[config.mk]
export PLATFORM = sky130hd
export DESIGN_NAME = mul_unit
export DESIGN_NICKNAME = d
export VERILOG_FILES = /design/src/verilog/common_pkg.sv /design/src/verilog/mul_unit.sv
export SDC_FILE = /design/constraint.sdc
export NUM_CORES = 1
export LEC_CHECK = 0
export BUFFER_PORTS_ARGS = -buffer_cell sky130_fd_sc_hd__buf_2
export CAP_MARGIN = 10
export CORE_MARGIN = 5
export CORE_UTILIZATION = 55
export CTS_CLUSTER_DIAMETER = 50
export DETAILED_ROUTE_END_ITERATION = 7
export PLACE_DENSITY = 0.77
export SETUP_SLACK_MARGIN = 0.1
export SKIP_LAST_GASP = 1
export SLEW_MARGIN = 20
export SYNTH_ARGS = -nofsm -noshare
export SYNTH_HDL_FRONTEND = slang
export SYNTH_SLANG_ARGS = --single-unit
[constraint.sdc]
create_clock -name clk -period 17.8 [get_ports clk]
set_input_delay 3.56 -clock clk [delete_from_list [all_inputs] [get_ports clk]]
set_output_delay 3.56 -clock clk [all_outputs]
set_load 0.03 [all_outputs]
[src/verilog/common_pkg.sv]
`default_nettype none

package common_pkg;

    // data word carried by operands and result buses
    typedef logic [31:0] word_t;

    // physical register tag, tag 0 is never woken
    typedef logic [5:0] preg_t;

    // alu opcode, the multiplier ignores it
    typedef logic [1:0] op_t;

    localparam op_t OP_ADD = 2'd0;
    localparam op_t OP_SUB = 2'd1;
    localparam op_t OP_AND = 2'd2;
    localparam op_t OP_XOR = 2'd3;

endpackage

`default_nettype wire

[src/verilog/mul_unit.sv]
`timescale 1ns/1ps
`default_nettype none

module mul_unit
    import common_pkg::*;
(
    input  logic  clk,
    input  logic  rst_n,
    input  logic  flush,

    input  logic  iss_valid,
    input  preg_t iss_dest,
    input  word_t iss_a,
    input  word_t iss_b,

    output logic  res_valid,
    output preg_t res_tag,
    output word_t res_data
);

    // stage one holds operands and tag
    logic  s1_valid;
    preg_t s1_tag;
    word_t s1_a;
    word_t s1_b;

    // low half of the product
    word_t prod_lo;

    assign prod_lo = s1_a * s1_b;

    always_ff @(posedge clk or negedge rst_n) begin
        if (!rst_n) begin
            s1_valid  <= 1'b0;
            res_valid <= 1'b0;
        end else if (flush) begin
            s1_valid  <= 1'b0;
            res_valid <= 1'b0;
        end else begin
            s1_valid  <= iss_valid;
            res_valid <= s1_valid;
        end
    end

    always_ff @(posedge clk) begin
        if (iss_valid) begin
            s1_tag <= iss_dest;
            s1_a   <= iss_a;
            s1_b   <= iss_b;
        end
        if (s1_valid) begin
            res_tag  <= s1_tag;
            res_data <= prod_lo;
        end
    end

endmodule

`default_nettype wire

Word-level counts from Yosys, hierarchy flattened --
Cells that the tools add are included. W data, S select, Z words.
Word-level totals: flip-flop bits (word level) 110, bits of input ports 74, output and inout port bits 39
Cells by class: multiplexer cells 2, multiply operators 1
Operators with widths (count):
- $mul A32 B32 Y32 | 1
- $mux W1 | 2

Logic depth before layout (Yosys ltp) --
depth in word-level cells 1, mapped depth 26, mapped depth without buffers 24

Least setup slack after synthesis --
Ideal clock, no wire load.
kind register to register, start reg s1_b[2], end reg res_data[31] (data pin), path slack 10.854 ns, data required time 17.540 ns, arrival 6.686 ns, cell stages (with the launch flop) 24, buffers on the path 2, cell sequence edfxtp_1 clkbuf_1 clkbuf_1 and2_1 fa_1 inv_1 fa_1 fa_1 fa_1 inv_1 fa_1 inv_1 fa_1 inv_1 fa_1 fa_1 ha_1 and4_2 a211o_1 a21o_1 a211oi_4 a211oi_1 a211o_1 xnor2_1
Between the ends: longest elaborated chain between the ends 1
RTL lines:
- start, declared | RTL line mul_unit.sv:25 | word_t s1_b;
- start signal, assigned | RTL line mul_unit.sv:49 | s1_b <= iss_b;
- $mul A32 B32 Y32 | RTL line mul_unit.sv:30 | assign prod_lo = s1_a * s1_b;
- via prod_lo[31] | RTL line mul_unit.sv:28 | word_t prod_lo;
- end signal, assigned | RTL line mul_unit.sv:53 | res_data <= prod_lo;
- end, declared | RTL line mul_unit.sv:18 | output word_t res_data
The timed path passes the listed nets, and every way through them passes these cells. A chain may end at the register's enable or synchronous reset.

Final worst setup path --
start reg s1_b[10], end reg res_data[31] (data pin)
The elaborated chain is that of the path after synthesis.

==> flow_summary.toml <==
[floorplanning]
die-area_sq_um = 38490
core_area_sq_um = 34370
die_h_microns = 196.2
num_rows = 68
io_pins = 113
start_util = 0.5546
die_x_microns = 196.2

[clock_network]
cts.clk_slew.worst_paths_ps = 80
worst_skew_pair.late_latency_ps = 390
h-tree-depth = 3
cts_root_buf = "clkbuf_16"
cts.sink_count = 110
cts_resized = 0
cts_buffer_depth = 2
cts_tree = "yes"
post_cts_buffers = 0
holdBufCountCts = 0
cts_buffers = 9

[synth]
synth_warnings = 0
syn-num-nets = 2424
synth_common_cells = "fa_1, and2_1, inv_1"
async_flop_share = 0.01818
synth.most_common_cell = "fa_1"
synth-edff-count = 108
synth.cell_area_sq_um = 19060
ys_types = 48
synth_ff_type = "edfxtp_1"
synth.area.top_cells = "fa_1, edfxtp_1, and2_1"
ys_seq_elements = 110
yosys.area.top_type_share = 0.4284
syn_avg_cell_area_sq_um = 10.48
ys_seq_area_frac = 0.1727
yosysTopAreaCell = "fa_1"
syn_inst = 1819

[finish]
seqCellArea_sq_um = 3294
areaGrowthSynthToFinish_pct = 6.596
final_cell_area_sq_um = 20320
final_nets = 2479
final_cell_count_no_fill = 2334
diodes = 0
drive_above_1_share = 0.08089
fillers = 2900
multiInputGateArea_sq_um = 14120

[timing]
slew_headroom = 0.3355
fin_worst_skew_ps = 20.21
drv_slew = 0
setup_viol = 0
tns_ps = 0
fmax_ghz = 0.1329
fin_crit_ps = 7522
period_share = 0.4226
worstMarginPinSlew_ps = 996.7
rsz0062_at_grt = "false"
finalHoldViolCount = 0

[drt]
firstDrtPassIters = 5
drtAntennaViolNets = 0
wl_per_cell_microns = 18.22
wl_microns = 42520
drc = 0
viasPerCell = 5.282
first_iter_violations = 638
vias = 12330

[grt]
grt_pass1_vias = 13740
grt_pass1_wl_microns = 70950
grt_max_degree = 72
grt_overflow_total = 0
antenna_found_initial = 0
grt_usage = 0.2349

[worst_setup_path]
cp-start-kind = "flip-flop"
critPathMaxFanout = 22
endpoint_kind = "flip-flop"
crit_required_ps = 17910
path_class = "flip-flop to flip-flop"
critPathArrivalTime_ps = 7630

[placed_design]
dp_cells = 2318
dp_hpwl_microns = 34010
routabilityCongestion = 0.8872
place_area_sq_um = 19980
io_buffers = 112

[run_status]
status = "complete, no violations"

[run]
drv_cap = 0

[worst_hold_path]
hold_class = "flip-flop to flip-flop"
per-stage QoR:
| stage | util | hold WS (ps) | setup slack (ps) |
|---|---|---|---|
| 6_report | 0.5912 | 422.5 | 10280 |
| 5_1_grt | 0.5912 | 429.8 | 9986 |
| 4_1_cts | 0.5912 | 424.0 | 10230 |
| 3_5_place_dp | 0.5814 | 404.5 | 10250 |
| 3_3_place_gp | 0.5814 | 401.3 | 10420 |
| 2_1_floorplan | - | 400.3 | 10850 |
kinds of logic (layout without fill, tap and decap cells):
| group | after synthesis | after routing | synth area share |
|---|---|---|---|
| compound gates | 74 | 74 | 0.02665 |
| xor+xnor | 86 | 86 | 0.03951 |
| fa+ha+maj | 531 | 531 | 0.5092 |
| buf+inv | 439 | 499 | 0.08650 |
| flops | 110 | 110 | 0.1727 |
| simple gates | 579 | 579 | 0.1655 |
routing by layer:
metal	part of all wire	up-vias	global-route usage	wire [microns]
met5	0	-	0	0
met4	0.029	0	0.08353	1252
met3	0.055	71	0.03280	2332
met2	0.49	372	0.3904	20920
met1	0.42	6385	0.3198	18010
li1	-	5500	-	-
final timing paths:
path                            slack [ps]           end  startpoint  cells past startpoint
worst min-delay path                   420    res_tag[0]   s1_tag[0]                      0
min in group asynchronous             2950      s1_valid       rst_n                      1
worst min register to register         420    res_tag[0]   s1_tag[0]                      0
worst max-delay path                 10280  res_data[31]    s1_b[10]                     22
worst max register to register       10280  res_data[31]    s1_b[10]                     22
max in group asynchronous            14750      s1_valid       rst_n                      1
state kept, by name (all words and copies together), names as in the netlist:
name / count
s1_b: 32
res_valid: 1
s1_valid: 1
res_tag: 6
s1_a: 32
s1_tag: 6
res_data: 32
cell usage in the layout (no fill, tap or decap), drive strengths merged, types with 3 or more instances in the layout:
cell,synthesis,routed
fa,408,408
and2,368,368
inv,359,359
nand2,177,177
buf,0,124
ha,123,123
edfxtp,108,108
xnor2,64,64
a21oi,24,24
xor2,22,22
nor2,14,14
o21ai,13,13
a21o,10,10
clkbuf,80,9
clkinv,0,6
nor2b,4,4
a211o,4,4
a211oi,4,4
o21a,3,3
nand2b,3,3
o21bai,3,3
area by class of cell:
cell class              count  area share
repair buffers            124     0.03202
flip-flops and latches    110      0.1621
clock buffers               9     0.01108
inverters                 359     0.06631
multi-input cells        1270      0.6949
clock inverters             7    0.005541
well taps                 455     0.02801
critical path: stages, from the launching register on:
cell and delay (ps):
edfxtp_1 1010, nand2_1 180, fa_1 420, inv_1 80
fa_1 430, fa_1 530, inv_1 50, fa_1 470
inv_1 60, fa_1 500, inv_1 50, fa_1 530
inv_1 50, fa_1 490, fa_1 410, ha_1 390
and4_2 230, a211o_1 300, a21o_1 200, a211oi_4 310
a211oi_1 150, a211o_1 290, xnor2_1 120
Power is left out: the tool's default activity adds up to more than one toggle a clock period on the data nets, which glitch-free logic cannot reach.
