**src/verilog/common_pkg.sv**
```systemverilog
`default_nettype none

package common_pkg;

    // data word carried by operands and result buses
    typedef logic [31:0] word_t;

    // physical register tag, tag 0 is never woken
    typedef logic [5:0] preg_t;

    // alu opcode, the multiplier ignores it
    typedef logic [1:0] op_t;

    localparam op_t OP_ADD = 2'd0;
    localparam op_t OP_SUB = 2'd1;
    localparam op_t OP_AND = 2'd2;
    localparam op_t OP_XOR = 2'd3;

endpackage

`default_nettype wire

```
**src/verilog/alu_unit.sv**
```systemverilog
`timescale 1ns/1ps
`default_nettype none

module alu_unit
    import common_pkg::*;
(
    input  logic  clk,
    input  logic  rst_n,
    input  logic  flush,

    input  logic  iss_valid,
    input  op_t   iss_op,
    input  preg_t iss_dest,
    input  word_t iss_a,
    input  word_t iss_b,

    output logic  res_valid,
    output preg_t res_tag,
    output word_t res_data
);

    word_t result;

    always_comb begin
        case (iss_op)
            OP_ADD:  result = iss_a + iss_b;
            OP_SUB:  result = iss_a - iss_b;
            OP_AND:  result = iss_a & iss_b;
            default: result = iss_a ^ iss_b;
        endcase
    end

    always_ff @(posedge clk or negedge rst_n) begin
        if (!rst_n) begin
            res_valid <= 1'b0;
        end else if (flush) begin
            res_valid <= 1'b0;
        end else begin
            res_valid <= iss_valid;
        end
    end

    // tag and data only move with a valid op
    always_ff @(posedge clk) begin
        if (iss_valid) begin
            res_tag  <= iss_dest;
            res_data <= result;
        end
    end

endmodule

`default_nettype wire

```
**config.mk**
```make
export PLATFORM = sky130hd
export DESIGN_NAME = alu_unit
export DESIGN_NICKNAME = d
export VERILOG_FILES = /design/src/verilog/common_pkg.sv /design/src/verilog/alu_unit.sv
export SDC_FILE = /design/constraint.sdc
export NUM_CORES = 1
export LEC_CHECK = 0
export ABC_AREA = 1
export BUFFER_PORTS_ARGS = -buffer_cell sky130_fd_sc_hd__buf_2
export CORE_UTILIZATION = 61
export DETAILED_ROUTE_END_ITERATION = 7
export HOLD_SLACK_MARGIN = 0.02
export PLACE_DENSITY = 0.95
export SLEW_MARGIN = 20
export SYNTH_ARGS = -nofsm -noshare
export SYNTH_HDL_FRONTEND = slang
export SYNTH_SLANG_ARGS = --single-unit
```
**constraint.sdc**
```tcl
create_clock -name clk -period 1.1 [get_ports clk]
set_input_delay 0.33 -clock clk [delete_from_list [all_inputs] [get_ports clk]]
set_output_delay 0.33 -clock clk [all_outputs]
set_load 0.02 [all_outputs]
```
==> summary.txt, run 1 <==
Yosys
  – Syn Inst Count: just over 800
  – Count leader, synth: nand2_1
  – Leading area contributor after synthesis: edfxtp_1
  – Syn nets: 972
  – Syn avg cell area: 6.425 um2
  – Area contributors post-synth: edfxtp_1, nand2_1, ha_1
  – Synth cell types: 38
  – Number of flops mapped to enable cells by yosys: 38
  – Yosys warns: 0
  – List of most frequent post-synthesis cells: nand2_1, inv_1, nor2_1, ha_1, nand3_1
  – Ys async rst share: 2.564%
  – Primary FF master, synth: edfxtp_1
  – Top cell type's share of synthesized area: 21.37%
  – Sequential area share after synthesis: between 20% and 30%
  – Synthesized area: ~5300 um2
  – Synth Register Bits: 39

Clock tree
  – Setup bufs post-CTS: 27
  – Htree depth: 2
  – CTS max path bufs: 2
  – Root Driver: clkbuf_8
  – Resize count post-CTS: between 200 and 250
  – CTS Hold Bufs: 1
  – CTS sink count: 39
  – CTS Buf Count: 5

Status
  – Stop Error: [ERROR DPL-0033] detailed placement checks failed during check placement.
  – Outcome: did not finish
  – Stage reached: clock tree synthesis (4_1_cts)

Die
  – Starting Density: around 64%
  – Die H: around 96 um
  – Die X: about 96 um
  – Row cnt: 33
  – I/O pin count: 115

Placed design
  – I/O Buffers: 114
  – Gpl congestion: between 1 and 1.5
  – Area after DPL: approximately 7200 um2
  – DP HPWL: around 17000 um
==> through the flow <==
step / setup slack (ns) / hold slack [ns] / cells
floorplan: -1.422 / 0.03441 / 831
global placement: -1.877 / 0.1049 / 1169
detailed placement: -2.123 / 0.1058 / 1169
==> logic make-up after synthesis <==
family,count (synthesis),synth area share (%)
DFF,39,21.84
AOI/OAI and AO/OA,89,10.01
and+or+nand+nor,459,36.65
adders and majority gates,65,15.37
buffers and inverters,149,11.06
xor gates and xnor gates,30,5.062
==> run 2: changes to the inputs <==
--- a/config.mk
+++ b/config.mk
@@ -7,10 +7,9 @@
 export LEC_CHECK = 0
 export ABC_AREA = 1
 export BUFFER_PORTS_ARGS = -buffer_cell sky130_fd_sc_hd__buf_2
-export CORE_UTILIZATION = 61
+export CORE_UTILIZATION = 40
 export DETAILED_ROUTE_END_ITERATION = 7
-export HOLD_SLACK_MARGIN = 0.02
-export PLACE_DENSITY = 0.95
+export PLACE_DENSITY_LB_ADDON = 0.15
 export SLEW_MARGIN = 20
 export SYNTH_ARGS = -nofsm -noshare
 export SYNTH_HDL_FRONTEND = slang
==> summary.txt, run 2 <==
Status
  – Outcome: finished with violations
  – Failing checks: setup timing

Yosys
  – Yosys warns: 0 (unchanged)
  – Syn Inst Count: 831 (unchanged)
  – Sequential area share after synthesis: 21.84% (unchanged)
  – Number of flops mapped to enable cells by yosys: 38 (unchanged)
  – Synth Register Bits: 39 (unchanged)
  – Count leader, synth: nand2_1
  – List of most frequent post-synthesis cells: nand2_1, inv_1, nor2_1, ha_1, nand3_1
  – Leading area contributor after synthesis: edfxtp_1
  – Primary FF master, synth: edfxtp_1
  – Syn avg cell area: 6.425 um2 (unchanged)
  – Synth cell types: 38 (unchanged)
  – Top cell type's share of synthesized area: 21.37% (unchanged)
  – Area contributors post-synth: edfxtp_1, nand2_1, ha_1
  – Ys async rst share: 2.564% (unchanged)
  – Syn nets: 972 (unchanged)
  – Synthesized area: 5339 um2 (unchanged)

Cells and area
  – Nets@finish: around 1300
  – Max reg flops: 32
  – Final Cell Area: about 9400 um2
  – Biggest regs: res_data (32), res_tag (6), res_valid (1)
  – Most common library cell in the layout ignoring fill and taps: nand2_1
  – Area delta synth->final: 75.72%
  – Largest reg by FF count: res_data
  – Ant. Diodes: 0
  – Layout cells sized above 1: a little over half
  – Leading cell types in the layout, fill and taps excluded: nand2_1, buf_4, inv_1

Timing
  – Setup violators final: 70
  – Crit share post-route: 254.1%
  – Slew margin rel.: about three quarters
  – Worst-margin pin slew: roughly 0.37 ns
  – Max Slew Vio Count: 0
  – Final Hold Vio Count: 0
  – Final worst slack: -1.695 ns
  – Maximum clock rate: about 0.36 GHz
  – RSZ-0062 raised after global routing: true
  – Worst Hold Slack: approximately 0.19 ns
  – Tmin final: between 2 and 3 ns
  – Setup TNS: -45.81 ns

Routing
  – Post-route ant nets: 0
  – DR iter-0 viols: around 510
  – DRT Wirelength: 21350 um
  – Average via count per standard cell: slightly above 5
  – DRT Pass-1 Iters: 5
  – Residual DRC: 0
  – Routed len/inst: around 16 um
  – Vias: approximately 6800

Clock tree
  – CTS Buf Count: 5 (unchanged)
  – CTS sink count: 39 (unchanged)
  – CTS max path bufs: 2 (unchanged)
  – TritonCTS clock tree: done
  – Htree depth: 2 (unchanged)
  – Root Driver: clkbuf_16
  – Worst-path clk slew: 0.06 ns

Die
  – I/O pin count: 115 (unchanged)
  – Die X: 117.5 um (+23%)
  – Die area: 13810 um2
  – Row cnt: 41 (+24%)
  – Starting Density: 41.63% (-22 points)
  – Core Area: 12820 um2
  – Die H: 117.5 um (+23%)

Worst setup path
  – CP Launch Type: input port
  – Critical path data required time: roughly 1.2 ns
  – Crit Path Max Fanout: 4
  – Arrival time at the worst endpoint: 2.85 ns
  – Crit path kind: input port to flop
  – CP endpoint kind: flop

Power and ir drop
  – Leak: around 4.7 nW
  – Power Total: 9.523 mW
  – PwrDens: around 1000 nW/um2
  – VDD IR max: between 0.0006 and 0.0007 V

Min path
  – Worst min-delay path class: input port to flop

GRT
  – First-pass GRT wire length: slightly above 30000 um
  – Largest net degree at the start of global routing: 21
  – Congestion Overflow GR: 0
  – Number of global-route vias before repair: 6297
  – Total track usage: between 20% and 30%
  – Initial antenna violation count: 0

Placed design
  – Area after DPL: 7523 um2 (+4.1%)
  – DP HPWL: 14970 um (-12%)
  – Gpl congestion: 0.9531 (-8.2%)
  – I/O Buffers: 114 (unchanged)
  – Pre-CTS setup slack: -2.150 ns (-0.02742 ns)

Flow run
  – Number of max-cap violations: 0
-- run 2: cell counts after synthesis --
No cell type changed its count.
-- run 2: path summary, 6_finish.rpt --
check,start,end,depth (start not counted)
worst max-delay path,iss_b[0],res_data[27]$_DFFE_PP_,21
min in group asynchronous,rst_n,res_valid$_DFF_PN0_,2
max in group asynchronous,rst_n,res_valid$_DFF_PN0_,2
worst min-delay path,flush,res_valid$_DFF_PN0_,2
-- run 2: kinds of logic after synthesis --
kind of cell / share of synthesized area (%)
buffers and inverters: 11.06
AO/OA/AOI/OAI: 10.01
adder cells (fa/ha/maj): 15.37
flip-flops: 21.84
AND/OR/NAND/NOR: 36.65
XOR/XNOR: 5.062
-- run 2: report_power, final --
| group | leakage [nW] | switching [mW] | internal [mW] | total, mW |
|---|---|---|---|---|
| Sequential | 0.383 | 0.0621 | 1.89 | 1.95 |
| Combinational | 4.25 | 3.18 | 2.58 | 5.76 |
| Clock | 0.0868 | 0.686 | 1.13 | 1.82 |
| Total | 4.72 | 3.93 | 5.60 | 9.52 |
-- run 2: timing repair --
item                       4_1_cts  5_1_grt
setup endpoints to repair       70       71
hold buffers                     1        0
pin swaps                       73      110
gates cloned                     1        0
buffers inserted                22       25
hold endpoints to repair         1        0
resized for setup              187      184
-- run 2: worst max-delay path, cell delays in order --
cell,delay [ns]
buf_8,0.11
inv_8,0.05
ha_4,0.14
nand3_4,0.07
nor2_4,0.14
nand2_4,0.10
nor2_4,0.23
nand3b_1,0.17
nand2_1,0.15
xor2_2,0.10
ha_4,0.33
buf_6,0.11
nand2_4,0.04
nor2_2,0.19
nand2_1,0.11
nor2_1,0.11
nand2_1,0.10
nand2_1,0.08
nand2_1,0.04
nand3_1,0.08
nand2_1,0.05
-- run 2: routing by layer --
metal | share of wire, % | vias to the layer above | GRT usage, %
li1 | - | 3304 | -
met1 | 42 | 3186 | 37.52
met2 | 47 | 260 | 47.23
met3 | 6.6 | 65 | 3.488
met4 | 3.7 | 0 | 8.253
met5 | 0 | - | 0
-- run 2: cell type report --
class / instances / area [um2]
Sequential cell: 39 / 1166
Multi-Input combinational cell: 643 / 4812
Fill cell: 966 / 3443
Clock inverter: 2 / 35.03
Tap cell: 172 / 215.2
Inverter: 137 / 558.0
Timing Repair Buffer: 317 / 2456
Clock buffer: 6 / 138.9
-- run 2: metrics by stage --
step | cells | utilization (%)
after floorplan | 831 | -
after global placement | 1264 | 58.66
after detailed placement | 1264 | 58.66
after CTS | 1295 | 66.89
after global routing | 1316 | 73.15
final | 1316 | 73.15
(Power assumes the default switching activity.)
